`config.mk`:
```
export PLATFORM = sky130hd
export DESIGN_NAME = color_out_stage
export DESIGN_NICKNAME = d
export VERILOG_FILES = /design/src/logic/vga_timing_pkg.sv /design/src/logic/vga_pixel_pkg.sv /design/src/logic/color_out_stage.sv
export SDC_FILE = /design/constraint.sdc
export NUM_CORES = 1
export LEC_CHECK = 0
export BUFFER_PORTS_ARGS = -buffer_cell sky130_fd_sc_hd__buf_2
export CORE_UTILIZATION = 40
export DETAILED_ROUTE_END_ITERATION = 7
export GPL_TIMING_DRIVEN = 1
export PLACE_DENSITY = 0.88
export SETUP_SLACK_MARGIN = 0.4
export SYNTH_ARGS = -nofsm -noshare
export SYNTH_HDL_FRONTEND = slang
export SYNTH_SLANG_ARGS = --single-unit
export TNS_END_PERCENT = 1
```
`constraint.sdc`:
```
create_clock -name iVGA_CLK -period 1.65 [get_ports iVGA_CLK]
set_input_delay 0.33 -clock iVGA_CLK [delete_from_list [all_inputs] [get_ports iVGA_CLK]]
set_output_delay 0.33 -clock iVGA_CLK [all_outputs]
set_load 0.03 [all_outputs]
```
`src/logic/vga_timing_pkg.sv`:
```
// VGA timing constants
// 640x480 at 60 Hz with an 800x525 raster, visible region first in
// every line and every frame, then front porch, sync and back porch
package vga_timing_pkg;

  // counter widths
  localparam int x_w = 10;
  localparam int y_w = 10;

  // horizontal line in pixel clocks
  localparam logic [x_w-1:0] h_visible = 10'd640;
  localparam logic [x_w-1:0] h_front   = 10'd16;
  localparam logic [x_w-1:0] h_sync    = 10'd96;
  localparam logic [x_w-1:0] h_back    = 10'd48;
  // 800 clocks per line
  localparam logic [x_w-1:0] h_total   = h_visible + h_front + h_sync + h_back;

  // vertical frame in lines
  localparam logic [y_w-1:0] v_visible = 10'd480;
  localparam logic [y_w-1:0] v_front   = 10'd10;
  localparam logic [y_w-1:0] v_sync    = 10'd2;
  localparam logic [y_w-1:0] v_back    = 10'd33;
  // 525 lines per frame
  localparam logic [y_w-1:0] v_total   = v_visible + v_front + v_sync + v_back;

  // cycles from a counter value to the output pins
  //   one for the synchronous RAM read
  //   one for the output register
  localparam int out_latency = 2;

endpackage

```
`src/logic/vga_pixel_pkg.sv`:
```
// VGA pixel and memory definitions
// framebuffer geometry, sprite geometry widths and the 8-bit pixel
// word that is both a raw memory byte and an RGB332 colour
package vga_pixel_pkg;

  // 640 * 480 = 307200 words, 19 address bits
  localparam int fb_addr_w = 19;
  localparam logic [fb_addr_w-1:0] fb_depth = 19'd307200;

  // sprite position and size widths
  //   x covers 0..639, y covers 0..479
  localparam int spr_x_w = 10;
  localparam int spr_y_w = 9;

  // one pixel byte
  //   raw is what the memories store
  //   rgb is the colour decode
  //
  //   bit   7 6 5   4 3 2   1 0
  //         R R R   G G G   B B
  typedef union packed {
    logic [7:0] raw;
    struct packed {
      // red in the top bits
      logic [2:0] red;
      logic [2:0] green;
      // blue only gets two bits
      logic [1:0] blue;
    } rgb;
  } pixel_t;

endpackage

```
`src/logic/color_out_stage.sv`:
```
// Colour output stage
// picks the sprite or framebuffer byte, expands RGB332 to 24-bit
// colour and delays sync and blank to stay aligned with the pixel
`timescale 1ns/1ps

module color_out_stage
  import vga_timing_pkg::*;
  import vga_pixel_pkg::*;
(
  input  logic       iVGA_CLK,
  input  logic       iRST_n,
  input  pixel_t     fb_rdata,
  input  pixel_t     spr_rdata,
  input  logic       spr_hit_q,
  input  logic       hsync_n,
  input  logic       vsync_n,
  input  logic       active,
  output logic [7:0] r_data,
  output logic [7:0] g_data,
  output logic [7:0] b_data,
  output logic       hs,
  output logic       vs,
  output logic       blank_n
);

  pixel_t                 pix;
  logic [out_latency-1:0] hs_pipe;
  logic [out_latency-1:0] vs_pipe;
  logic [out_latency-1:0] act_pipe;

  // sprite wins inside its rectangle
  assign pix = spr_hit_q ? spr_rdata : fb_rdata;

  // sync and active delay line, last stage drives the pins
  always_ff @(posedge iVGA_CLK or negedge iRST_n) begin
    if (!iRST_n) begin
      hs_pipe  <= '1;
      vs_pipe  <= '1;
      act_pipe <= '0;
    end else begin
      hs_pipe  <= {hs_pipe[out_latency-2:0], hsync_n};
      vs_pipe  <= {vs_pipe[out_latency-2:0], vsync_n};
      act_pipe <= {act_pipe[out_latency-2:0], active};
    end
  end

  assign hs      = hs_pipe[out_latency-1];
  assign vs      = vs_pipe[out_latency-1];
  assign blank_n = act_pipe[out_latency-1];

  // bit replication so full scale maps to 8'hff
  // black outside the visible region
  always_ff @(posedge iVGA_CLK or negedge iRST_n) begin
    if (!iRST_n) begin
      r_data <= '0;
      g_data <= '0;
      b_data <= '0;
    end else if (act_pipe[out_latency-2]) begin
      r_data <= {pix.rgb.red, pix.rgb.red, pix.rgb.red[2:1]};
      g_data <= {pix.rgb.green, pix.rgb.green, pix.rgb.green[2:1]};
      b_data <= {4{pix.rgb.blue}};
    end else begin
      r_data <= '0;
      g_data <= '0;
      b_data <= '0;
    end
  end

endmodule

```
# Yosys cells after proc, flatten, opt, wreduce, memory -nomap -nowiden
# Cells that the tools add are included.
[word_totals] regBits=30 input_bits=22 output_inout_bits=27
[classes] n_mux=4
[op_table] cell="two-way mux 8 bit" count=4

# Depth between registers and ports, before layout
[logic_depth] depth_word=2 depth_mapped=3 mapped_depth_nobuf=2

# Worst setup path after synthesis
# Ideal clock, no wire load.
[synth_timing] path_type="register to output" from="register, netlist name b_data[6]" to="output b_data[2]" n_path_buf=1 arrival_time_ns=0.740 slack_ns=0.580 stages_incl_launch_ff=2 cell_sequence="dfrtp_1 -> buf_4"
[synth_rtl] item="to (decl)" line_no="color_out_stage.sv:20" text="output logic [7:0] b_data,"

# Worst setup path in the final report
[layout_timing] from="register hs_pipe[1]" to="output hs"
[layout_rtl] item="from (decl)" line_no="color_out_stage.sv:27" text="logic [out_latency-1:0] hs_pipe;"
[layout_rtl] item="from (signal assigned)" line_no="color_out_stage.sv:41" text="hs_pipe <= {hs_pipe[out_latency-2:0], hsync_n};"
[layout_rtl] item="to (decl)" line_no="color_out_stage.sv:21" text="output logic hs,"
# No word-level cell between the ends.

==> metrics.csv <==
metric,value,unit
Synth async-reset ratio,100.0,%
"count leader, synth",buf_4,
Worst path depth,1,
first-pass GRT wire length,1.607,mm
M3 GR Usage,1.630,%
GP Congestion,0.6826,
Root Buffer Master,clkbuf_4,
post-synthesis cell area,616.8,um^2
cell family with most CP delay,flip-flops,
largest net degree at the start of global routing,15,
initial antenna violation count,0,
Syn Inst Count,47,
Fillers,130,
footprint of the multi-input gates,130.1,um^2
final wirelength,1.078,mm
crit end category,primary output,
measured slew at the worst slew-check pin,302.0,ps
Final #Nets,106,
sequential-to-total area share from yosys stat,57.61,%
die height,41.27,um
Worst-path clk slew,80,ps
r2r setup slk,910,ps
storage element area,355.3,um^2
synth cell count leaders,"buf_4 (16), dfrtp_1 (10), mux2i_1 (8), nor2b_1 (8), dfstp_2 (4)",
vias post-DR,434,
"Design Area, Final",803.3,um^2
Clock Sinks,14,
HP Class,in -> reg,
CP Cell Sequence,buf_6,
synth top area cells,"dfrtp_1 (41%), buf_4 (19%), dfstp_2 (17%), mux2i_1 (13%), nor2b_1 (8.1%)",
DR WL/cell,11.00,um
Initial Utilization,45.15,%
Initial DRT Pass Iterations,2,
DRC,0,
Max Fclk,0.7927,GHz
Layout area overhead,30.22,%
Leak,0.4713,nW
GRT overflow,0,
PwrDens,1009,mW/mm^2
worst reg2reg path endpoint,r_data[6],
Synth Warn #,0,
ANT cells,0,
"Max stage delay cell, worst path",dfstp_2,
top_reg_cell synth,dfrtp_1,
post-DP HPWL,833.3,um
Tmin final,1261,ps
final core utilization,58.79,%
CP startpoint,hs_pipe[1],
TNS Setup,0,ps
GRT Overall Usage,15.78,%
TritonCTS clock tree,built,
Skew-Pair Late Insertion Delay,270,ps
post-synthesis average cell area,13.12,um^2
crit path capture,hs,
Synthesized Nets,69,
Placed Area,744.5,um^2
RSZ-0062 raised after global routing,yes,
Via density,4.429,
worst vdd ir,0.0006660,V
final hold violation count,0,
status,"complete, no violations",
CP arrival,930,ps
GRT busiest layer,met2,
"Max FO, Critical Path",1,
# rows,13,
Synth cell types,6,
"Setup violations, final",0,
GRT met2 Usage,27.73,%
RR Startpoint,act_pipe[0],
Synth area leader,dfrtp_1,
Yosys top cell area share,40.57,%
clk_skew,2.178,ps
TritonCTS buffer count,3,
critical path class,reg -> out,
r2r worst-path depth,1,
worst relative slew slack,79.87,%
max cap viols,0,
Post-synth EDFFs,0,
Critical Path Max Stage Delay,540,ps
M1 GR Usage,16.04,%
layout cells sized above 1,67.47,%
Seq cells post-synth,14,
Tcrit/Tclk final,76.45,%
total I/O pin count,49,
Routed Antenna Nets,0,
Total Power,810.2,uW
H-tree depth,1,
WP data required,1320,ps
port bufs,48,
Placeable Area,0.001366,mm^2
Die ar.,0.001703,mm^2
clk buf depth,2,
Die Wd,41.27,um
number of global-route vias before repair,388,
Critical Path Source Type,flop,
CP bufs+invs,1,
1st-iter DRT viols,1,
Pins Over Slew Limit,0,
worst hold start,vsync_n,
==> report_power, final <==
| group | switching [mW] | leakage (nW) | internal, mW |
|---|---|---|---|
| clock network | 0.110 | 0.0210 | 0.134 |
| logic | 0.123 | 0.282 | 0.0641 |
| registers | 0.0120 | 0.168 | 0.367 |
| total | 0.245 | 0.471 | 0.565 |
==> flip-flops by register name (all words and copies together), names as in the netlist <==
name / cells
act_pipe: 2
b_data: 2
g_data: 3
hs_pipe: 2
r_data: 3
vs_pipe: 2
==> what timing repair did <==
action,in CTS,in global routing
buffers inserted,0,0
endpoints found under the hold margin,10,0
endpoints found under the setup margin,2,11
resized for setup,4,0
hold buffers,1,0
==> cell usage in the layout (no fill, tap or decap) <==
cell | synthesis | final
buf_2 | 0 | 46
buf_6 | 1 | 2
clkbuf_4 | 0 | 3
clkbuf_8 | 0 | 1
dfrtp_1 | 10 | 10
dfstp_2 | 4 | 4
dlygate4sd3_1 | 0 | 1
mux2i_1 | 8 | 8
nor2b_1 | 8 | 8
==> routing by layer <==
layer	routed length (um)	vias up	part of all wire, %
li1	-	205	-
met1	399	197	37
met2	564	30	52
met3	89	2	8.3
met4	25	0	2.3
met5	0	-	0
==> worst min-delay path by stage <==
stage,to,slack [ps],depth (start not counted)
floorplan,act_pipe[0],30,0
global placement,act_pipe[1],230,1
detailed placement,g_data[5],240,1
CTS,vs_pipe[0],140,1
global route,hs_pipe[0],120,1
finish,vs_pipe[0],140,1
==> final cells by class <==
type / instances / share of cell area [%]
multi-input combinational: 16 / 16.20
tap: 15 / 2.336
clock buffer: 4 / 4.517
sequential: 14 / 44.24
timing repair buffer: 49 / 32.71
==> stage by stage <==
step	hold slack (ps)	setup slack, ps	instances
after global placement	226.2	649.8	93
after global routing	123.3	367.1	98
after detailed placement	236.4	636.8	93
after floorplan	34.41	580.2	47
final	144.8	388.6	98
after CTS	136.2	374.8	98
==> cell families (layout without fill, tap and decap cells) <==
logic type / after synthesis / after routing / synth area share [%]
buf+inv: 17 / 53 / 21.30
flops: 14 / 14 / 57.61
simple gates: 8 / 8 / 8.114
mux: 8 / 8 / 12.98
Power figures use the tool's default switching activity.
