<file path="config.mk">
export PLATFORM = sky130hd
export DESIGN_NAME = vga_sync_gen
export DESIGN_NICKNAME = d
export VERILOG_FILES = /design/src/logic/vga_timing_pkg.sv /design/src/logic/vga_sync_gen.sv
export SDC_FILE = /design/constraint.sdc
export NUM_CORES = 1
export LEC_CHECK = 0
export CORE_MARGIN = 8
export CORE_UTILIZATION = 61
export CTS_CLUSTER_DIAMETER = 50
export CTS_CLUSTER_SIZE = 20
export DETAILED_ROUTE_END_ITERATION = 7
export DONT_BUFFER_PORTS = 1
export PLACE_DENSITY = 0.77
export SYNTH_ARGS = -nofsm -noshare
export SYNTH_HDL_FRONTEND = slang
export SYNTH_SLANG_ARGS = --single-unit
</file>
<file path="constraint.sdc">
create_clock -name iVGA_CLK -period 2.8 [get_ports iVGA_CLK]
set_clock_uncertainty 0.1 [all_clocks]
set_input_delay 0.28 -clock iVGA_CLK [delete_from_list [all_inputs] [get_ports iVGA_CLK]]
set_output_delay 0.28 -clock iVGA_CLK [all_outputs]
set_load 0.01 [all_outputs]
</file>
<file path="src/logic/vga_timing_pkg.sv">
// VGA timing constants
// 640x480 at 60 Hz with an 800x525 raster, visible region first in
// every line and every frame, then front porch, sync and back porch
package vga_timing_pkg;

  // counter widths
  localparam int x_w = 10;
  localparam int y_w = 10;

  // horizontal line in pixel clocks
  localparam logic [x_w-1:0] h_visible = 10'd640;
  localparam logic [x_w-1:0] h_front   = 10'd16;
  localparam logic [x_w-1:0] h_sync    = 10'd96;
  localparam logic [x_w-1:0] h_back    = 10'd48;
  // 800 clocks per line
  localparam logic [x_w-1:0] h_total   = h_visible + h_front + h_sync + h_back;

  // vertical frame in lines
  localparam logic [y_w-1:0] v_visible = 10'd480;
  localparam logic [y_w-1:0] v_front   = 10'd10;
  localparam logic [y_w-1:0] v_sync    = 10'd2;
  localparam logic [y_w-1:0] v_back    = 10'd33;
  // 525 lines per frame
  localparam logic [y_w-1:0] v_total   = v_visible + v_front + v_sync + v_back;

  // cycles from a counter value to the output pins
  //   one for the synchronous RAM read
  //   one for the output register
  localparam int out_latency = 2;

endpackage

</file>
<file path="src/logic/vga_sync_gen.sv">
// VGA sync generator
// free-running pixel and line counters for an 800x525 raster, with
// registered hsync, vsync and active levels aligned to the counters
`timescale 1ns/1ps

module vga_sync_gen import vga_timing_pkg::*; (
  input  logic           iVGA_CLK,
  input  logic           iRST_n,
  output logic [x_w-1:0] x,
  output logic [y_w-1:0] y,
  output logic           hsync_n,
  output logic           vsync_n,
  output logic           active
);

  // sync pulse windows, start inclusive and end exclusive
  localparam logic [x_w-1:0] hs_start = h_visible + h_front;
  localparam logic [x_w-1:0] hs_end   = hs_start + h_sync;
  localparam logic [y_w-1:0] vs_start = v_visible + v_front;
  localparam logic [y_w-1:0] vs_end   = vs_start + v_sync;

  logic [x_w-1:0] x_next;
  logic [y_w-1:0] y_next;
  logic           line_end;
  logic           frame_end;

  assign line_end  = (x == h_total - 10'd1);
  assign frame_end = (y == v_total - 10'd1);

  // next counter values
  always_comb begin
    x_next = x + 10'd1;
    y_next = y;
    if (line_end) begin
      x_next = '0;
      // line counter steps once per line
      if (frame_end) begin
        y_next = '0;
      end else begin
        y_next = y + 10'd1;
      end
    end
  end

  // decode from the next values so the levels land with x and y
  always_ff @(posedge iVGA_CLK or negedge iRST_n) begin
    if (!iRST_n) begin
      x       <= '0;
      y       <= '0;
      // levels as decoded for pixel (0,0)
      hsync_n <= 1'b1;
      vsync_n <= 1'b1;
      active  <= 1'b1;
    end else begin
      x       <= x_next;
      y       <= y_next;
      hsync_n <= !((x_next >= hs_start) && (x_next < hs_end));
      vsync_n <= !((y_next >= vs_start) && (y_next < vs_end));
      active  <= (x_next < h_visible) && (y_next < v_visible);
    end
  end

endmodule

</file>
Word-level counts from Yosys, hierarchy flattened
Cells that the tools add are included.

word-level totals
  bits in registers = 23
  word-level logic and storage cells = 23

operators by class
  $add $sub $neg = 2
  $lt $le $gt $ge = 6
  equal/unequal tests = 2
  multiplexer cells = 3
  reduce and logical (&&, ||, !) cells = 5

operators by type and width
  kind                                                         number
  two-way mux 10 bit                                           3
  adder 10 x 1 -> 10 bit, second input constant                2
  equality test 10 bit, second input constant                  2
  less-than comparator 10 bit, second input constant           2
  less-than comparator 10 x 9 -> 1 bit, second input constant  2
  >= comparator 10 bit, second input constant                  1
  >= comparator 10 x 9 -> 1 bit, second input constant         1
  logical AND 1 bit                                            3
  zero test 1 bit                                              2

Depth between registers and ports, before layout
Gate-level depths: netlist (run 1).

  word-level depth = 6
  gate-level depth with buffers = 8
  mapped depth without buffers = 7

Worst setup path after synthesis (run 1)
Ideal clock, no wire load.

  path kind = register to register
  start = register x[0]
  end = register vsync_n
  data arrival time = 2.301 ns
  data required time = 2.606 ns
  slack = 0.305 ns
  cell stages (with the launch flop) = 8
  cell sequence = dfrtp_1 > ha_1 > and4_1 > buf_6 > nand3_4 > or4_4 > a221oi_2 > or4b_1

on the way
  cells in the longest elaborated chain, start to end = 5
  elaborated cells between the ends (all ways) = 6

RTL lines
  element                                                                                line                text
  start: declaration                                                                     vga_sync_gen.sv:9   output logic [x_w-1:0] x,
  start signal: assignment                                                               vga_sync_gen.sv:55  x <= x_next;
  equality test 10 bit (*)                                                               vga_sync_gen.sv:27  assign line_end = (x == h_total - 10'd1);
  two-way mux 10 bit (*)                                                                 vga_sync_gen.sv:34  if (line_end) begin
  >= comparator 10 x 9 -> 1 bit or less-than comparator 10 x 9 -> 1 bit (tied branches)  vga_sync_gen.sv:58  vsync_n <= !((y_next >= vs_start) && (y_next < vs_end));
  logical AND 1 bit (*)                                                                  vga_sync_gen.sv:58
  zero test 1 bit (*)                                                                    vga_sync_gen.sv:58
  end signal: assignment                                                                 vga_sync_gen.sv:58
  end: declaration                                                                       vga_sync_gen.sv:12  output logic vsync_n,

Every way passes the cells marked *; elsewhere a longest branch is shown, timed or not.

Final worst setup path (run 1)
  start = register y[4]
  end = register vsync_n

on the way
  cells in the longest elaborated chain, start to end = 6
  elaborated cells between the ends (all ways) = 8

RTL lines
  element                                                                                line                                    text
  start: declaration                                                                     vga_sync_gen.sv:10                      output logic [y_w-1:0] y,
  start signal: assignment                                                               vga_sync_gen.sv:56                      y <= y_next;
  adder 10 x 1 -> 10 bit or equality test 10 bit (tied branches)                         vga_sync_gen.sv:40, vga_sync_gen.sv:28
  two-way mux 10 bit (*)                                                                 vga_sync_gen.sv:37                      if (frame_end) begin
  two-way mux 10 bit (*)                                                                 vga_sync_gen.sv:34
  named net y_next[9]                                                                    vga_sync_gen.sv:23                      logic [y_w-1:0] y_next;
  >= comparator 10 x 9 -> 1 bit or less-than comparator 10 x 9 -> 1 bit (tied branches)  vga_sync_gen.sv:58
  logical AND 1 bit (*)                                                                  vga_sync_gen.sv:58
  zero test 1 bit (*)                                                                    vga_sync_gen.sv:58

The timed path passes the listed nets; every way through them passes the cells marked *.

==> impl_metrics.yaml, run 1 <==
synth:
  synth_edf_count: 0
  ys_seq_area_share_pct: 43.8
  synthTopCellsByArea: "dfrtp_1 (38%), dfstp_2 (6.0%), ha_1 (3.8%), xnor2_1 (3.3%), xor2_1 (3.3%)"
  syn_avg_cell_area_sq_um: 9.87
  synth.largest_area_cell: "dfrtp_1"
  syn_inst: 134
  ys_ff_latch: 23
  synth_top_area_share_pct: 37.8
  synth-async-reset-ratio_pct: 100
  yosysUniqueCellTypes: 44
  netlist_area_sq_um: 1320
  synth_nets: 140
  synth_warnings: 0
  synthFlopType: "dfrtp_1"
setup_path:
  cp_data_arrival_time_ns: 2.64
  start_kind: "flip-flop"
  crit_fanout: 7
  crit_type: "reg -> reg"
  worstPathRequired_ns: 2.95
  end_kind: "flip-flop"
floorplanning:
  initial_core_util_pct: 62.2
  die-width_um: 62.6
  die_y_um: 62.6
  core-area_sq_um: 2130
  ioPinCount: 25
  rows: 17
  die-area_sq_um: 3910
sta:
  slew_headroom_pct: 33.8
  timing.fmax_ghz: 0.401
  hold_viol_final: 0
  rsz0062_at_grt: "false"
  fin_tns_setup_ns: 0
  worst_pin_slew_ns: 0.989
  slew_violations: 0
  finalCritPeriodShare_pct: 89.1
  final.min_clock_period_ns: 2.49
  finalSetupViolCount: 0
global_route:
  grt_pass1_vias: 994
  grt_pass1_wl_um: 4800
  grt_max_degree: 24
  antenna_found_initial: 0
  grt-ovfl-total: 0
  grt_util_all_layers_pct: 14.7
outcome:
  status: "complete, no violations"
clock_network:
  cts_sinks: 23
  clk_latency_ns: 0.32
  postCtsResizedCells: 0
  clk_path_buf_depth: 2
  cts_tree: "built"
  cts_max_level: 1
  cts_made_buffers: 3
  cts_setup_buffers: 0
  cts.clk_slew.worst_paths_ns: 0.13
  clock-root-buffer: "clkbuf_4"
cells_and_area:
  nFillCells: 187
  nets: 144
  antennaDiodeCount: 0
  synthToLayoutAreaGrowth_pct: 5.01
  stdcell_area_sq_um: 1390
  drive_above_1_share_pct: 15.3
placed_design:
  gp_congestion: 0.881
  hpwl_um: 2170
  post_dp_cell_area_sq_um: 1350
  io_buffer_count: 0
flow_run:
  drv_cap: 0
detailed_routing:
  drcViolationCount: 0
  antenna_left: 0
  drt-wirelength-per-cell_um: 17.1
  vias: 1052
  drt-initial-drc-count: 41
  firstDrtPassIters: 4
  viasPerCell: 6.38
  routed_wl_um: 2820
power_and_ir_drop:
  p_leak_nw: 0.592
  power.density_nw_per_um2: 357
  irDropWorstVdd_mv: 0.301
hold_path:
  hp-class: "in -> async"
metrics by stage:
stage / utilization (%) / total power [mW] / setup slack, ns / std cells / hold slack (ns)
finish: 65.3 / 0.496 / 0.306 / 165 / 0.455
global route: 65.3 / 0.513 / 0.165 / 165 / 0.521
CTS: 65.3 / 0.499 / 0.304 / 165 / 0.491
detailed placement: 63.5 / 0.339 / 0.327 / 160 / -0.115
global placement: 63.5 / 0.339 / 0.417 / 160 / -0.115
floorplan: - / 0.339 / 0.305 / 134 / -0.116
repair_timing:
action,CTS,global route
setup endpoints to repair,0,0
hold endpoints to repair,23,0
hold buffers,1,0
flip-flops by register name, indices dropped and copies added (netlist names):
register	cells
hsync_n	1
vsync_n	1
x	10
y	10
active	1
final timing paths:
| check | cells after the start | from | slack (ns) | to |
|---|---|---|---|---|
| setup / recovery | 5 | y[4] | 0.31 | vsync_n |
| hold / removal | 1 | iRST_n | 0.46 | x[7] |
| setup reg to reg | 5 | y[4] | 0.31 | vsync_n |
| hold reg to reg | 2 | x[0] | 0.49 | x[0] |
| max in group asynchronous | 1 | iRST_n | 1.55 | y[5] |
| min in group iVGA_CLK | 2 | x[0] | 0.49 | x[0] |
critical path: stages, from the launching register on:
cell	delay (ns)
dfrtp_1	0.50
nor4b_1	0.59
and4_1	0.34
o21ai_0	0.11
a22o_1	0.27
or4b_1	0.52
area by class of cell:
| class | count | area, sq um | share of cell area (%) |
|---|---|---|---|
| clock buffer | 3 | 22.5 | 1.62 |
| clock inverter | 1 | 5.00 | 0.360 |
| inverter | 9 | 33.8 | 2.43 |
| multi-input combinational | 94 | 658 | 47.4 |
| sequential | 23 | 579 | 41.7 |
| tap | 28 | 35.0 | 2.52 |
| timing repair buffer | 7 | 55.1 | 3.96 |
cells in the mapped netlist, types with 2 or more instances:
master and number:
inv_1 9, xnor2_1 5, o21ai_0 8, dfrtp_1 20
nand4_1 6, and3_1 3, a21oi_1 2, buf_2 2
dfstp_2 3, nand3_1 6, and4_1 2, a22o_1 3
buf_6 2, nand2_1 8, nor2_1 10, nor3_1 3
clkbuf_1 3, a41oi_1 4, o211ai_1 2, ha_1 4
a21o_1 2, xor2_1 5
cells in the final DEF, fill, tap and decap left out, types with 4 or more instances in the layout:
| cell type | count |
|---|---|
| dfrtp_1 | 20 |
| xnor2_1 | 5 |
| xor2_1 | 5 |
| a41oi_1 | 4 |
| o21ai_0 | 8 |
| inv_1 | 9 |
| buf_4 | 6 |
| nand4_1 | 6 |
| nand3_1 | 6 |
| nor2_1 | 10 |
| ha_1 | 4 |
| nand2_1 | 8 |
report_power, final:
part / internal [mW] / switching [mW] / leakage, nW
Clock: 0.0536 / 0.103 / 0.0177
Combinational: 0.000926 / 0.00594 / 0.278
Sequential: 0.332 / 0 / 0.297
Total: 0.387 / 0.109 / 0.592
routing by layer:
metal	share of wire [%]	track usage (%)	up-vias	wire length, um
met3	8.0	5.02	3	227
met5	0	0	-	0
li1	-	-	490	-
met4	1.1	5.70	0	31
met2	49	24.2	41	1370
met1	42	17.2	518	1190
kinds of logic (layout without fill, tap and decap cells):
kind of cell	after synthesis	in the layout	synth area share [%]
adders and majority gates	4	4	3.78
xor gates and xnor gates	10	10	6.62
and+or+nand+nor	51	51	23.0
buffers and inverters	17	20	6.43
AOI/OAI and AO/OA	29	29	16.4
DFF	23	23	43.8
Note: power is estimated with default switching activity, not from simulation.
==> run 2, diff against run 1 <==
MAX_ROUTING_LAYER = met4   (was unset)
==> impl_metrics.yaml, run 2 (synthesis gave the netlist of run 1 again) <==
outcome:
  status: "complete, no violations"
setup_path:
  end_kind: "flip-flop"
  worstPathRequired_ns: 2.95
  cp_cell_sequence: "nor4b_1, and4_1, o21ai_0, a22o_1, or4b_1"
  crit_family: "simple AND/OR/NAND/NOR gates"
  ff2ff_path_depth: 5
  reg2reg_to: "vsync_n"
  slowest_stage: "nor4b_1"
  crit_cells: 5
  cp_num_buf_inv: 0
  crit_type: "reg -> reg"
  reg2reg_slack_ns: 0.27
  r2r_start: "y[4]"
  max_stage_delay_ns: 0.61
  crit_fanout: 7
  start_kind: "flip-flop"
  cp_data_arrival_time_ns: 2.67
placed_design:
  post_dp_cell_area_sq_um: 1350
  hpwl_um: 2170
  gp_congestion: 0.895
  io_buffer_count: 0
  dp.cells: 160
cells_and_area:
  nFillCells: 187
  drive_above_1_share_pct: 15.3
  antennaDiodeCount: 0
  stdcell_area_sq_um: 1390
  postLayoutCoreUtil_pct: 65.3
  fin_cells: 165
  final_cell_mix: "dfrtp_1 (20), nor2_1 (10), inv_1 (9), nand2_1 (8), o21ai_0 (8)"
  seqCellArea_sq_um: 579
  multiInputGateArea_sq_um: 658
  nets: 144
  layout_commonest_cell: "dfrtp_1"
  top_regs: "x (10), y (10)"
  synthToLayoutAreaGrowth_pct: 5.01
floorplanning:
  die_y_um: 62.6
  die-area_sq_um: 3910
  initial_core_util_pct: 62.2
  core-area_sq_um: 2130
  ioPinCount: 25
  die-width_um: 62.6
  rows: 17
clock_network:
  cts.clk_slew.worst_paths_ns: 0.13
  clk_latency_ns: 0.32
  cts_max_level: 1
  cts_made_buffers: 3
  cts_tree: "built"
  cts_sinks: 23
  clock-root-buffer: "clkbuf_4"
  clk_path_buf_depth: 2
sta:
  hold_viol_final: 0
  worst_pin_slew_ns: 0.986
  slew_violations: 0
  slew_headroom_pct: 34.0
  finalCritPeriodShare_pct: 90.2
  timing.fmax_ghz: 0.396
  rsz0062_at_grt: "false"
  finalSetupViolCount: 0
  fin_tns_setup_ns: 0
  final.min_clock_period_ns: 2.53
detailed_routing:
  firstDrtPassIters: 4
  viasPerCell: 6.35
  drcViolationCount: 0
  vias: 1048
  drt-initial-drc-count: 41
  routed_wl_um: 2840
  drt-wirelength-per-cell_um: 17.2
  antenna_left: 0
hold_path:
  hp-class: "in -> async"
global_route:
  grt_util_all_layers_pct: 15.2
  grt_pass1_vias: 992
  grt_pass1_wl_um: 4810
  grt_max_degree: 24
  antenna_found_initial: 0
  grt-ovfl-total: 0
power_and_ir_drop:
  irDropWorstVdd_mv: 0.301
  power.density_nw_per_um2: 357
  p_leak_nw: 0.592
flow_run:
  drv_cap: 0
==> run 2: cell type report <==
type,instances,share of cell area (%)
multi-input combinational,94,47.4
sequential,23,41.7
timing repair buffer,7,3.96
tap,28,2.52
inverter,9,2.43
clock buffer,3,1.62
clock inverter,1,0.360
==> run 2: worst register-to-register path, stage by stage, from the launching register on <==
cell     delay, ns
dfrtp_1       0.50
nor4b_1       0.61
and4_1        0.35
o21ai_0       0.11
a22o_1        0.27
or4b_1        0.52
==> run 2: layer usage <==
metal | GRT usage, % | share of wire [%]
met5 | - | 0
met4 | 5.70 | 1.1
met3 | 5.02 | 8.4
met2 | 24.1 | 49
met1 | 17.5 | 41
==> run 2: per-stage QoR <==
step	total power [mW]	hold WS [ns]	worst slack (ns)
2_1_floorplan	0.339	-0.116	0.305
3_3_place_gp	0.339	-0.115	0.417
3_5_place_dp	0.339	-0.115	0.327
4_1_cts	0.499	0.491	0.304
5_1_grt	0.513	0.521	0.165
6_report	0.496	0.452	0.274
==> run 2: what timing repair did <==
action                    4_1_cts  5_1_grt
hold endpoints to repair       23        0
resized for setup               0        0
hold buffers                    1        0
setup buffers                   0        0
==> run 2: how the worst max path moves through the flow <==
stage,from,to
CTS,y[6],vsync_n
global route,y[6],vsync_n
global placement,x[0],vsync_n
detailed placement,y[6],vsync_n
floorplan,x[0],vsync_n
finish,y[4],vsync_n
==> run 2: power by group <==
part	internal [mW]	total [mW]	switching [mW]
Sequential	0.332	0.332	0
Clock	0.0536	0.157	0.103
Combinational	0.000927	0.00685	0.00592
==> run 3, diff against run 2 <==
CORE_UTILIZATION = 54   (was 61)
PLACE_DENSITY = 0.69   (was 0.77)
==> impl_metrics.yaml, run 3 (synthesis gave the netlist of run 1 again) <==
global_route:
  grt_pass1_wl_um: 4720
  grt_pass1_vias: 948
  grt-ovfl-total: 0
  grt_util_all_layers_pct: 14.5
  antenna_found_initial: 0
  grt_max_degree: 24
clock_network:
  cts_max_level: 1
  clk_latency_ns: 0.30
  clk_path_buf_depth: 2
  cts_sinks: 23
  cts_setup_buffers: 0
  clock-root-buffer: "clkbuf_4"
  cts_tree: "built"
  cts_made_buffers: 3
  cts.clk_slew.worst_paths_ns: 0.12
floorplanning:
  ioPinCount: 25
  die-width_um: 65.5
  core-area_sq_um: 2390
  die_y_um: 65.5
  die-area_sq_um: 4290
  rows: 18
  initial_core_util_pct: 55.4
cells_and_area:
  stdcell_area_sq_um: 1390
  nets: 144
  top_regs: "x (10), y (10)"
  postLayoutCoreUtil_pct: 58.2
  layout_commonest_cell: "dfrtp_1"
  nFillCells: 225
  synthToLayoutAreaGrowth_pct: 5.11
  fin_cells: 167
  drive_above_1_share_pct: 14.6
  final_cell_mix: "dfrtp_1 (20), nor2_1 (10), inv_1 (9), nand2_1 (8), o21ai_0 (8)"
  antennaDiodeCount: 0
power_and_ir_drop:
  finalPower_mw: 0.491
  irDropWorstVdd_mv: 0.269
  power.density_nw_per_um2: 353
  p_leak_nw: 0.589
sta:
  timing.fmax_ghz: 0.408
  finalSetupViolCount: 0
  final.min_clock_period_ns: 2.45
  fin_tns_setup_ns: 0
  worst_pin_slew_ns: 1.03
  slew_headroom_pct: 31.1
  hold_viol_final: 0
  rsz0062_at_grt: "false"
  finalCritPeriodShare_pct: 87.6
  slew_violations: 0
hold_path:
  hp-class: "in -> async"
setup_path:
  end_kind: "flip-flop"
  reg2reg_slack_ns: 0.35
  crit_type: "reg -> reg"
  crit_path_start: "x[0]"
  crit_fanout: 6
  worstPathRequired_ns: 2.93
  ff2ff_path_depth: 6
  r2r_start: "x[0]"
  cp_data_arrival_time_ns: 2.59
  setup.worst_path.end: "vsync_n"
  reg2reg_to: "vsync_n"
  start_kind: "flip-flop"
flow_run:
  drv_cap: 0
detailed_routing:
  viasPerCell: 6.27
  drt-wirelength-per-cell_um: 17.3
  drcViolationCount: 0
  drt-initial-drc-count: 50
  antenna_left: 0
  firstDrtPassIters: 4
  routed_wl_um: 2890
  vias: 1047
outcome:
  status: "complete, no violations"
placed_design:
  dp.cells: 162
  io_buffer_count: 0
  gp_congestion: 0.870
  post_dp_cell_area_sq_um: 1350
  hpwl_um: 2100
run 3: cell type report:
type,instances,area (sq um),share of cell area (%)
clock buffers,4,26.3,1.89
inverters,9,33.8,2.43
multi-input cells,94,658,47.3
flip-flops and latches,23,579,41.7
well taps,30,37.5,2.70
repair buffers,7,55.1,3.96
run 3: report_power, final:
group	switching (mW)	total, mW	internal [mW]	leakage, nW
clock network	0.0962	0.152	0.0555	0.0150
registers	0	0.332	0.332	0.297
logic	0.00619	0.00711	0.000924	0.278
run 3: how the worst min path moves through the flow:
stage / startpoint / end / depth (start not counted)
floorplan: iRST_n / x[0] / 0
global placement: iRST_n / x[7] / 0
detailed placement: iRST_n / x[7] / 0
CTS: x[0] / x[0] / 2
global route: x[0] / x[0] / 2
finish: iRST_n / x[9] / 1
run 3: timing repair:
action	CTS	global route
gates resized for setup	0	0
endpoints found under the hold margin	23	0
hold buffers	1	0
run 3: critical path, stage by stage, from the launching register on:
cell and delay [ns]:
dfrtp_1 0.38, ha_1 0.20, and4_1 0.30, nand3_4 0.11, or4_4 0.54, a221oi_2 0.30, or4b_1 0.46
run 3: routing by layer:
metal	up-vias	global-route usage (%)	share of wire, %
met4	0	6.81	2.3
met1	495	17.6	42
li1	495	-	-
met2	48	20.8	47
met3	9	5.27	9.4
met5	-	-	0
run 3: per-stage QoR:
stage               worst slack [ns]  hold WS (ns)
floorplan                      0.305        -0.116
global placement               0.415        -0.115
detailed placement             0.364        -0.115
CTS                            0.349         0.503
global route                   0.163         0.543
finish                         0.347         0.486
