<file path="src/logic/vga_timing_pkg.sv">
// VGA timing constants
// 640x480 at 60 Hz with an 800x525 raster, visible region first in
// every line and every frame, then front porch, sync and back porch
package vga_timing_pkg;

  // counter widths
  localparam int x_w = 10;
  localparam int y_w = 10;

  // horizontal line in pixel clocks
  localparam logic [x_w-1:0] h_visible = 10'd640;
  localparam logic [x_w-1:0] h_front   = 10'd16;
  localparam logic [x_w-1:0] h_sync    = 10'd96;
  localparam logic [x_w-1:0] h_back    = 10'd48;
  // 800 clocks per line
  localparam logic [x_w-1:0] h_total   = h_visible + h_front + h_sync + h_back;

  // vertical frame in lines
  localparam logic [y_w-1:0] v_visible = 10'd480;
  localparam logic [y_w-1:0] v_front   = 10'd10;
  localparam logic [y_w-1:0] v_sync    = 10'd2;
  localparam logic [y_w-1:0] v_back    = 10'd33;
  // 525 lines per frame
  localparam logic [y_w-1:0] v_total   = v_visible + v_front + v_sync + v_back;

  // cycles from a counter value to the output pins
  //   one for the synchronous RAM read
  //   one for the output register
  localparam int out_latency = 2;

endpackage

</file>
<file path="src/logic/vga_pixel_pkg.sv">
// VGA pixel and memory definitions
// framebuffer geometry, sprite geometry widths and the 8-bit pixel
// word that is both a raw memory byte and an RGB332 colour
package vga_pixel_pkg;

  // 640 * 480 = 307200 words, 19 address bits
  localparam int fb_addr_w = 19;
  localparam logic [fb_addr_w-1:0] fb_depth = 19'd307200;

  // sprite position and size widths
  //   x covers 0..639, y covers 0..479
  localparam int spr_x_w = 10;
  localparam int spr_y_w = 9;

  // one pixel byte
  //   raw is what the memories store
  //   rgb is the colour decode
  //
  //   bit   7 6 5   4 3 2   1 0
  //         R R R   G G G   B B
  typedef union packed {
    logic [7:0] raw;
    struct packed {
      // red in the top bits
      logic [2:0] red;
      logic [2:0] green;
      // blue only gets two bits
      logic [1:0] blue;
    } rgb;
  } pixel_t;

endpackage

</file>
<file path="src/logic/scan_address_gen.sv">
// Scan address generator
// walks the framebuffer in raster order and tracks the sprite
// rectangle, stepping the external sprite RAM address on each hit
`timescale 1ns/1ps

module scan_address_gen
  import vga_timing_pkg::*;
  import vga_pixel_pkg::*;
(
  input  logic                 iVGA_CLK,
  input  logic                 iRST_n,
  input  logic [x_w-1:0]       x,
  input  logic [y_w-1:0]       y,
  input  logic                 active,
  input  logic                 sprite_en,
  input  logic [spr_x_w-1:0]   sprite_x,
  input  logic [spr_x_w-1:0]   sprite_x_size,
  input  logic [spr_y_w-1:0]   sprite_y,
  input  logic [spr_y_w-1:0]   sprite_y_size,
  output logic [fb_addr_w-1:0] fb_raddr,
  output logic [fb_addr_w-1:0] spr_raddr,
  output logic                 spr_hit_q
);

  logic [fb_addr_w-1:0] line_base;
  logic                 line_end;
  logic                 frame_end;

  // sprite window limits, one bit wider so the sum cannot wrap
  logic [spr_x_w:0]     x_lim;
  logic [y_w-1:0]       y_lim;
  logic                 hit_x;
  logic                 hit_y;
  logic                 hit;

  assign line_end  = (x == h_total - 10'd1);
  assign frame_end = line_end && (y == v_total - 10'd1);

  // read address for the pixel under the counters
  assign fb_raddr = line_base + fb_addr_w'(x);

  // sprite hit, upper edges excluded
  assign x_lim = {1'b0, sprite_x} + {1'b0, sprite_x_size};
  assign y_lim = y_w'(sprite_y) + y_w'(sprite_y_size);
  assign hit_x = (x >= sprite_x) && ({1'b0, x} < x_lim);
  assign hit_y = (y >= y_w'(sprite_y)) && (y < y_lim);
  assign hit   = hit_x && hit_y;

  // line base steps by one line of pixels after each visible line
  always_ff @(posedge iVGA_CLK or negedge iRST_n) begin
    if (!iRST_n) begin
      line_base <= '0;
    end else if (frame_end) begin
      line_base <= '0;
    end else if (line_end && (y < v_visible)) begin
      line_base <= line_base + fb_addr_w'(h_visible);
    end
  end

  // sprite address counts hits in raster order
  // only right while the sprite lies wholly on screen
  // steps even with the sprite disabled
  always_ff @(posedge iVGA_CLK or negedge iRST_n) begin
    if (!iRST_n) begin
      spr_raddr <= '0;
    end else if (frame_end) begin
      spr_raddr <= '0;
    end else if (active && hit) begin
      spr_raddr <= spr_raddr + 19'd1;
    end
  end

  // select flag lines up with the RAM read data
  always_ff @(posedge iVGA_CLK or negedge iRST_n) begin
    if (!iRST_n) begin
      spr_hit_q <= 1'b0;
    end else begin
      spr_hit_q <= hit && sprite_en;
    end
  end

endmodule

</file>
<file path="config.mk">
export PLATFORM = sky130hd
export DESIGN_NAME = scan_address_gen
export DESIGN_NICKNAME = d
export VERILOG_FILES = /design/src/logic/vga_timing_pkg.sv /design/src/logic/vga_pixel_pkg.sv /design/src/logic/scan_address_gen.sv
export SDC_FILE = /design/constraint.sdc
export NUM_CORES = 1
export LEC_CHECK = 0
export ABC_CLOCK_PERIOD_IN_PS = 2000
export BUFFER_PORTS_ARGS = -buffer_cell sky130_fd_sc_hd__buf_2
export CAP_MARGIN = 20
export CORE_MARGIN = 2
export CORE_UTILIZATION = 54
export DETAILED_ROUTE_END_ITERATION = 8
export PLACE_DENSITY = 0.82
export SYNTH_ARGS = -nofsm -noshare
export SYNTH_HDL_FRONTEND = slang
export SYNTH_SLANG_ARGS = --single-unit
</file>
<file path="constraint.sdc">
create_clock -name iVGA_CLK -period 2 [get_ports iVGA_CLK]
set_input_delay 0.1 -clock iVGA_CLK [delete_from_list [all_inputs] [get_ports iVGA_CLK]]
set_output_delay 0.1 -clock iVGA_CLK [all_outputs]
set_load 0.05 [all_outputs]
</file>
After elaboration in Yosys (flattened, before gate mapping)
Index checks and enable logic that the tools add are counted.
- reduce and logical (&&, ||, !) cells: 9
- div/mod/pow operators: 0
- equality and inequality tests: 2
- muxes and demuxes: 4
- order comparisons: 5
- shift operators: 0
- add/subtract/negate cells: 5
- bitwise operators: 0
- $mul: 0
- operators with widths (cell ; number):
    19-bit two-way mux ; 4
    10-bit equality test (second input constant) ; 2
    19-bit by 1-bit adder with 19-bit output (second input constant) ; 1
    19-bit by 10-bit adder with 19-bit output ; 1
    19-bit by 10-bit adder with 19-bit output (second input constant) ; 1
    10-bit by 10-bit adder with 11-bit output ; 1
    10-bit by 11-bit less-than comparator with 1-bit output ; 1
    9-bit by 9-bit adder with 10-bit output ; 1
    10-bit greater-or-equal comparator ; 1
    10-bit by 9-bit greater-or-equal comparator with 1-bit output ; 1
    10-bit less-than comparator ; 1
    10-bit by 9-bit less-than comparator with 1-bit output (second input constant) ; 1
    1-bit logical AND ; 7
    2-bit nonzero test ; 2
- bits in read-only memories: 0
- output and inout bits: 39
- input port bits: 62
- memories kept: 0
- word-level logic and storage cells: 28
- register bits after elaboration: 39
- RAM bits: 0
- latch bits: 0

Depth between registers and ports, before layout
Gate-level depths: netlist of run 1.
- depth after elaboration: 7
- depth in mapped cells: 17
- depth with buffers taken out: 16

Least setup slack after synthesis of run 1
OpenSTA, ideal clock, no wires.
- path type: in2reg
- from: in sprite_x[0]
- to: reg spr_raddr[10]
- path buffers: 1
- cell stages on the path: 13
- arrival time: 3181 ps
- library setup time: 79 ps
- setup slack: -1260 ps
- required time: 1921 ps
- path through: ha_1 -> fa_1 -> a211oi_1 -> nor2_1 -> o221a_2 -> xnor2_1 -> ha_1 -> nor2b_1 -> o41ai_1 -> a32oi_4 -> buf_6 -> nor4_1 -> mux2i_1
- longest elaborated chain between the ends: 6
- elaborated cells between the ends (all ways): 7
- classes of those cells: add/sub: 1; order compare: 2; reduce/logical: 4
- ends and longest elaborated chain (item ; line ; RTL):
    start: declaration ; scan_address_gen.sv:16 ; input logic [spr_x_w-1:0] sprite_x,
    10-bit by 10-bit adder with 11-bit output ; scan_address_gen.sv:43 ; assign x_lim = {1'b0, sprite_x} + {1'b0, sprite_x_size};
    10-bit by 11-bit less-than comparator with 1-bit output ; scan_address_gen.sv:45 ; assign hit_x = (x >= sprite_x) && ({1'b0, x} < x_lim);
    1-bit logical AND * ; scan_address_gen.sv:45 ;
    1-bit logical AND * ; scan_address_gen.sv:47 ; assign hit = hit_x && hit_y;
    1-bit logical AND * ; scan_address_gen.sv:68 ; end else if (active && hit) begin
    2-bit nonzero test (no source line) * ; -- ;
    end signal: assignment ; scan_address_gen.sv:69 ; spr_raddr <= spr_raddr + 19'd1;
    end: declaration ; scan_address_gen.sv:21 ; output logic [fb_addr_w-1:0] spr_raddr,
Every way passes the cells marked *; elsewhere a longest branch is shown, timed or not.
A chain may end at the register's enable or synchronous reset.

Worst setup path in the final report of run 1
- from: in sprite_x[0]
- to: reg spr_raddr[1]
The elaborated chain is that of the path after synthesis.

==> results of run 1 <==
## metal layers
| layer | GRT usage | vias up |
|---|---|---|
| li1 | - | 1951 |
| met1 | 0.329 | 1979 |
| met2 | 0.561 | 120 |
| met3 | 0.0341 | 32 |
| met4 | 0.115 | 0 |
| met5 | 0 | - |
## cells by family (layout without fill, tap and decap cells)
kind of cell,count (synthesis),after routing,synth area share
XOR/XNOR,30,30,0.0709
AND/OR/NAND/NOR,165,165,0.247
buffers and inverters,51,237,0.0567
flip-flops,32,32,0.216
multiplexers,21,21,0.0567
adder cells (fa/ha/maj),63,63,0.217
AO/OA/AOI/OAI,75,75,0.137
## cells in the final DEF (no fill, tap or decap), drive strengths merged, types with 8 or more instances in the layout
master / Yosys / final
buf: 7 / 200
ha: 61 / 61
nand2: 35 / 35
dfrtp: 32 / 32
inv: 29 / 29
nand2b: 24 / 24
mux2i: 21 / 21
o21ai: 21 / 21
nor2: 20 / 20
a21oi: 18 / 18
nor4: 17 / 17
nand3: 17 / 17
xor2: 15 / 15
xnor2: 15 / 15
a211oi: 9 / 9
or3: 8 / 8
## area by class of cell
class	instances	share of cell area
sequential	32	0.136
clock inverter	1	0.000851
tap	80	0.0170
clock buffer	6	0.0123
inverter	29	0.0185
timing repair buffer	201	0.247
multi-input combinational	354	0.568
## worst max path at each step
stage                               end        start  cells past startpoint  slack, ns
final                      spr_raddr[1]  sprite_x[0]                     15      -1.02
after global routing       spr_raddr[1]  sprite_x[0]                     16      -1.18
after CTS                 spr_raddr[11]  sprite_x[0]                     17      -0.99
after detailed placement  spr_raddr[18]  sprite_x[0]                     16      -1.45
after global placement     spr_raddr[3]  sprite_x[0]                     16      -1.19
after floorplan           spr_raddr[18]  sprite_x[0]                     13      -0.91
## power by group
group	switching, mW	internal [mW]	leakage [nW]
registers	0.0477	0.680	0.441
logic	0.856	0.700	2.41
clock network	0.252	0.236	0.0410
total	1.16	1.62	2.90
## stage by stage
step	instance area, µm²	cells	power, mW
detailed placement	5230	676	2.04
CTS	5610	691	2.63
global route	5880	703	2.92
floorplan	4060	437	1.54
global placement	5230	676	1.97
finish	5880	703	2.77
## sequential cells by signal, indices dropped and copies added (netlist names)
| signal | flops |
|---|---|
| line_base | 12 |
| spr_raddr | 19 |
| spr_hit_q | 1 |
## what timing repair did
| action | 4_1_cts | 5_1_grt |
|---|---|---|
| setup endpoints to repair | 29 | 29 |
| hold buffers | 1 | 0 |
| gates cloned | 1 | 0 |
| resized for setup | 53 | 33 |
| pin swaps | 19 | 43 |
| hold endpoints to repair | 32 | 0 |
| buffers inserted | 6 | 14 |
## critical path, delay by kind of cell
family | cells | cell delay (ns)
muxes | 1 | 0.25
buffers and inverters | 2 | 0.27
adders and majority gates | 3 | 0.82
and+or+nand+nor | 4 | 0.62
xor gates and xnor gates | 1 | 0.14
AOI/OAI and AO/OA | 4 | 1.01
## cell usage after synthesis (15+ instances only)
cell / number
xnor2_1: 15
nand3_1: 17
a21oi_1: 17
clkbuf_1: 15
nand2_1: 35
inv_1: 29
nor4_1: 17
nand2b_1: 24
o21ai_0: 21
xor2_1: 15
nor2_1: 20
dfrtp_1: 32
ha_1: 61
mux2i_1: 21
==> key figures, run 1 <==
Run status
  • Run status: finished with violations
  • Failing checks: setup timing

Place
  • PortBufs: 100
  • Setup WS pre-CTS: -1.45 ns
  • Routability Congestion: approximately 0.88
  • HPWL Detailed: between 8 and 9 mm

Timing
  • Worst hold margin: 0.0488 ns
  • Clock Skews: 0.00908 ns
  • Setup TNS: -18.76 ns
  • Slew headroom: 0.502
  • Slack of the critical path: -1.02 ns
  • Achievable Freq: approximately 330 MHz
  • Slew Viols, Final: 0
  • Hold Fails Final Rpt: 0
  • Setup violators final: 26
  • Unrepaired setup endpoints after global routing: true
  • Period Utilization, post-route: 1.51
  • Worst-margin pin slew: 0.747 ns
  • Post-layout min period: around 3.0 ns

Routing
  • DRT iter0 DRCs: 152
  • WL final: 11.4 mm
  • Routed WL per cell: around 16 µm
  • DR DRC count: 0
  • Met2 wire len: between 6 and 7 mm
  • Routed wl met3: roughly 380 µm
  • DRT Pass-1 Iters: 5
  • Vias per cell: between 5 and 6
  • Routed Antenna Nets: 0
  • Met1 wire length: 4.50 mm
  • Via Count: roughly 4,100
  • Highest Signal Layer: met4

Floorplanning
  • Num rows: 30
  • Core ar.: 6720 µm²
  • Die H: around 87 µm
  • Die area: between 7000 and 8000 µm²
  • Starting density of the core: 0.552
  • Die width: 86.9 µm
  • Ports: just over 100

CTS
  • TritonCTS Buffers: 5
  • Worst-Skew Late Latency: about 0.30 ns
  • CTS sink cnt: 32
  • Clock-pin slew on the worst setup and hold paths: about 0.07 ns
  • CTS Root Cell: clkbuf_8
  • Max clock buf depth: 2
  • TritonCTS clock tree: yes
  • H-tree levels: 2

Worst setup path
  • CP arrival: between 3 and 4 ns
  • Worst setup SP type: primary input
  • Critical Path RT: about 2.2 ns
  • Crit-path max cell delay: between 0.3 and 0.4 ns
  • Slowest cell on crit path: fa_2
  • Critical path peak fanout: 5
  • FF-to-FF End: spr_raddr[18]
  • RR Startpoint: spr_raddr[7]
  • Cell Chain, Critical Path: buf_8 -> ha_4 -> fa_2 -> a211oi_2 -> nor2_1 -> o221a_2 -> xnor2_2 -> ha_1 -> nand3_2 -> nor2_4 -> o41ai_4 -> a32oi_4 -> buf_6 -> nor4b_4 -> mux2i_1
  • WS Path Type: primary input to flop
  • Worst R2R Path Depth: 6
  • FF-to-FF setup slack: about 0.060 ns
  • Crit. End Element: flop

Synth
  • Synth Warn #: 0
  • Mapped Cells: roughly 440
  • Netlist cell types: slightly above 50
  • Sequential fraction of the synthesis area: 0.216
  • Ys async rst share: 1.00
  • Share of the synthesized area in the top cell type: 0.216
  • Number of flops mapped to enable cells by yosys: 0
  • Dominant synthesized flop cell: dfrtp_1
  • Flops & latches, synth: 32
  • Avg Inst Size Synth: 8.49 µm²
  • Cell area after synthesis: about 3700 µm²
  • Top post-synthesis cells by area: dfrtp_1 (22%), ha_1 (21%), mux2i_1 (5.7%)
  • Cell taking the most area after synthesis: dfrtp_1
  • Syn nets: ~560

Global routing
  • Pin count of the biggest net entering global routing: 39
  • First-pass GRT wire length: 17.9 mm
  • Vias in the first global route: between 4,000 and 5,000
  • Gr usage total: 0.294
  • Final global-route overflow total: 0
  • Initial antenna violation count: 0

Finish
  • Layout cells sized above 1: 0.446
  • Footprint of the multi-input gates: 3340 µm²
  • Filler cells: between 300 and 400
  • Area growth syn-to-layout: 58.5%
  • Register area: ~800 µm²
  • Ant. Diodes: 0
  • Util after Layout: 0.875
  • # nets final: ~750

Pwr
  • Power per cell area: 472 nW/µm²
  • Worst vdd ir: between 200 and 250 µV
  • Leakage: around 2.9 nW

Worst hold path
  • Hold EP: spr_hit_q
  • HP Start: sprite_en
  • WHS Path Cells: 2
  • HP Class: primary input to flop

Flow run
  • Max_cap viols: 0
(Power assumes the default switching activity.)
==> run 2: changes to the inputs <==
--- a/config.mk
+++ b/config.mk
@@ -6,7 +6,7 @@
 export NUM_CORES = 1
 export LEC_CHECK = 0
 export ABC_CLOCK_PERIOD_IN_PS = 2000
-export BUFFER_PORTS_ARGS = -buffer_cell sky130_fd_sc_hd__buf_2
+export BUFFER_PORTS_ARGS = -buffer_cell sky130_fd_sc_hd__buf_4
 export CAP_MARGIN = 20
 export CORE_MARGIN = 2
 export CORE_UTILIZATION = 54
==> run 2 against run 1 <==
Against the previous run: core utilization up 4.1 points; the flow still finishes with violations (setup timing); cell count up 0.43%; wire length up 25%; clock skew down 0.0041 ns; critical endpoint is now spr_raddr[8]; worst setup slack worse by 0.12 ns; flip-flop and latch count unchanged.
==> key figures, run 2 (synthesis results as in run 1) <==
Timing
  • Hold Fails Final Rpt: 0 (unchanged)
  • Slack of the critical path: -1.14 ns (was -1.02 ns)
  • Slew headroom: 0.656 (was 0.502)
  • Setup violators final: 29 (was 26)
  • Slew Viols, Final: 0 (unchanged)
  • Achievable Freq: 318 MHz (was 331 MHz)
  • Unrepaired setup endpoints after global routing: true (unchanged)
  • Clock Skews: 0.00502 ns (was 0.00908 ns)
  • Worst-margin pin slew: 0.516 ns (was 0.747 ns)
  • Post-layout min period: 3.14 ns (was 3.02 ns)
  • Period Utilization, post-route: 1.57 (was 1.51)

Worst hold path
  • WHS Path Cells: 2 (unchanged)
  • Hold EP: spr_hit_q (unchanged)
  • HP Class: primary input to flop (unchanged)
  • HP Start: sprite_en (unchanged)

Worst setup path
  • CP dominant cell by count: buf_12
  • WS Path Type: primary input to flop (unchanged)
  • Worst setup SP type: primary input (unchanged)
  • WP buf/inv: 3 (was 2)
  • Crit-path max cell delay: 0.36 ns (was 0.37 ns)
  • CP top delay family: compound AO/OA/AOI/OAI gates (unchanged)
  • RR Startpoint: spr_raddr[7] (unchanged)
  • Critical Path RT: 2.22 ns (was 2.21 ns)
  • Slowest cell on crit path: fa_2 (unchanged)
  • Crit. End Element: flop (unchanged)
  • Cell Chain, Critical Path: buf_6 -> ha_4 -> fa_2 -> a211oi_2 -> nor2_1 -> o21ai_1 -> nor2b_4 -> xor2_1 -> ha_1 -> nand3_2 -> nor2_2 -> o41ai_4 -> a32oi_4 -> buf_12 -> buf_12 -> nor4_4 -> mux2i_1 (was buf_8 -> ha_4 -> fa_2 -> a211oi_2 -> nor2_1 -> o221a_2 -> xnor2_2 -> ha_1 -> nand3_2 -> nor2_4 -> o41ai_4 -> a32oi_4 -> buf_6 -> nor4b_4 -> mux2i_1)
  • FF-to-FF End: spr_raddr[17] (was spr_raddr[18])
  • Worst R2R Path Depth: 6 (unchanged)
  • CP arrival: 3.36 ns (was 3.23 ns)
  • FF-to-FF setup slack: -0.16 ns (was 0.06 ns)
  • Critical path peak fanout: 7 (was 5)

Place
  • Routability Congestion: 0.834 (was 0.885)
  • HPWL Detailed: 8.31 mm (was 8.39 mm)
  • Post-DP Area: 5440 µm² (was 5230 µm²)
  • PortBufs: 100 (unchanged)
  • Setup WS pre-CTS: -1.42 ns (was -1.45 ns)

CTS
  • CTS Root Cell: clkbuf_8 (unchanged)
  • H-tree levels: 2 (unchanged)
  • CTS sink cnt: 32 (unchanged)
  • Clock-pin slew on the worst setup and hold paths: 0.08 ns (was 0.07 ns)
  • Max clock buf depth: 2 (unchanged)
  • TritonCTS Buffers: 5 (unchanged)
  • Worst-Skew Late Latency: 0.30 ns (about the same)
  • TritonCTS clock tree: yes (unchanged)

Finish
  • Fin area: 6160 µm² (was 5880 µm²)
  • Footprint of the multi-input gates: 3350 µm² (was 3340 µm²)
  • Layout cells sized above 1: 0.450 (was 0.446)
  • # nets final: 750 (was 748)
  • Most common cell after layout, fill and taps aside: buf_4 (was buf_2)
  • Top Registers: spr_raddr x19, line_base x12, spr_hit_q x1 (unchanged)
  • Top reg by flops: spr_raddr (unchanged)
  • Ant. Diodes: 0 (unchanged)
  • Register area: 801 µm² (was 802 µm²)
  • Filler cells: 279 (was 348)
  • Most frequent cells in the layout: buf_4 (179), ha_1 (53), nand2_1 (33) (was buf_2 (89), buf_4 (85), ha_1 (55))
  • Max FFs per register: 19 (unchanged)
  • Area growth syn-to-layout: 66.0% (was 58.5%)

Pwr
  • Power per cell area: 490 nW/µm² (was 472 nW/µm²)
  • Worst vdd ir: 251 µV (was 214 µV)
  • Leakage: 2.96 nW (was 2.90 nW)

Flow run
  • Max_cap viols: 0 (unchanged)

Global routing
  • First-pass GRT wire length: 19.7 mm (was 17.9 mm)
  • Met3 GRT Util: 0.0360 (was 0.0341)
  • Pin count of the biggest net entering global routing: 39 (unchanged)
  • Final global-route overflow total: 0 (unchanged)
  • Met1 Resource Use GR: 0.350 (was 0.329)
  • Initial antenna violation count: 0 (unchanged)
  • Global routing's busiest layer: met2 (unchanged)
  • Gr usage total: 0.329 (was 0.294)
  • Vias in the first global route: 4,367 (was 4,021)
  • Grt met2 use: 0.627 (was 0.561)

Routing
  • WL final: 14.3 mm (was 11.4 mm)
  • Routed Antenna Nets: 0 (unchanged)
  • Routed WL per cell: 20.2 µm (was 16.3 µm)
  • Vias per cell: 6.30 (was 5.81)
  • DRT iter0 DRCs: 440 (was 152)
  • DRT Pass-1 Iters: 7 (was 5)
  • Via Count: 4,450 (was 4,082)
  • DR DRC count: 0 (unchanged)

Floorplanning
  • Die H: 86.9 µm (unchanged)
  • Core ar.: 6720 µm² (unchanged)
  • Die width: 86.9 µm (unchanged)
  • Num rows: 30 (unchanged)
  • Die area: 7550 µm² (unchanged)
  • Ports: 101 (unchanged)
  • Starting density of the core: 0.552 (unchanged)

Run status
  • Failing checks: setup timing (unchanged)
  • Run status: finished with violations (unchanged)
-- run 2: worst max-delay path by stage --
stage | startpoint | endpoint | slack [ns] | cells after the start
floorplan | sprite_x[0] | spr_raddr[18] | -0.91 | 13
global placement | sprite_x[1] | spr_raddr[4] | -1.21 | 16
detailed placement | sprite_x[0] | spr_raddr[3] | -1.42 | 16
CTS | sprite_x[0] | spr_raddr[6] | -0.96 | 17
global route | sprite_x[0] | spr_raddr[8] | -1.28 | 17
finish | sprite_x[0] | spr_raddr[8] | -1.14 | 17
-- run 2: what timing repair did --
action | CTS | global route
buffers inserted | 19 | 10
gates resized for setup | 52 | 26
pin swaps | 31 | 14
hold buffers | 1 | 0
endpoints found under the hold margin | 32 | 0
endpoints found under the setup margin | 29 | 28
gates cloned | 0 | 0
-- run 2: area by class of cell --
type | instances | area share
multi-input cells | 354 | 0.545
repair buffers | 203 | 0.276
flip-flops and latches | 32 | 0.130
inverters | 29 | 0.0177
well taps | 80 | 0.0163
clock buffers | 6 | 0.0134
clock inverters | 2 | 0.00163
-- run 2: routing by layer --
metal | vias up | share of wire
met5 | - | 0
met4 | 0 | 0.069
met3 | 110 | 0.060
met2 | 290 | 0.52
met1 | 2094 | 0.35
li1 | 1956 | -
-- run 2: power by group --
group | switching, mW | internal, mW | leakage [nW]
Combinational | 0.924 | 0.802 | 2.47
Clock | 0.284 | 0.275 | 0.0510
Sequential | 0.0528 | 0.680 | 0.443
-- run 2: per-stage QoR --
| step | total power [mW] | hold WS [ns] | setup TNS (ns) | utilization | instances |
|---|---|---|---|---|---|
| 4_1_cts | 2.81 | 0.107 | -17.65 | 0.885 | 697 |
| 3_3_place_gp | 2.03 | 0.0635 | -23.57 | 0.809 | 669 |
| 3_5_place_dp | 2.09 | 0.0690 | -26.07 | 0.809 | 669 |
| 6_report | 3.02 | 0.0752 | -21.57 | 0.916 | 706 |
| 5_1_grt | 3.13 | 0.0773 | -24.66 | 0.916 | 706 |
| 2_1_floorplan | 1.54 | -0.196 | -17.68 | - | 437 |
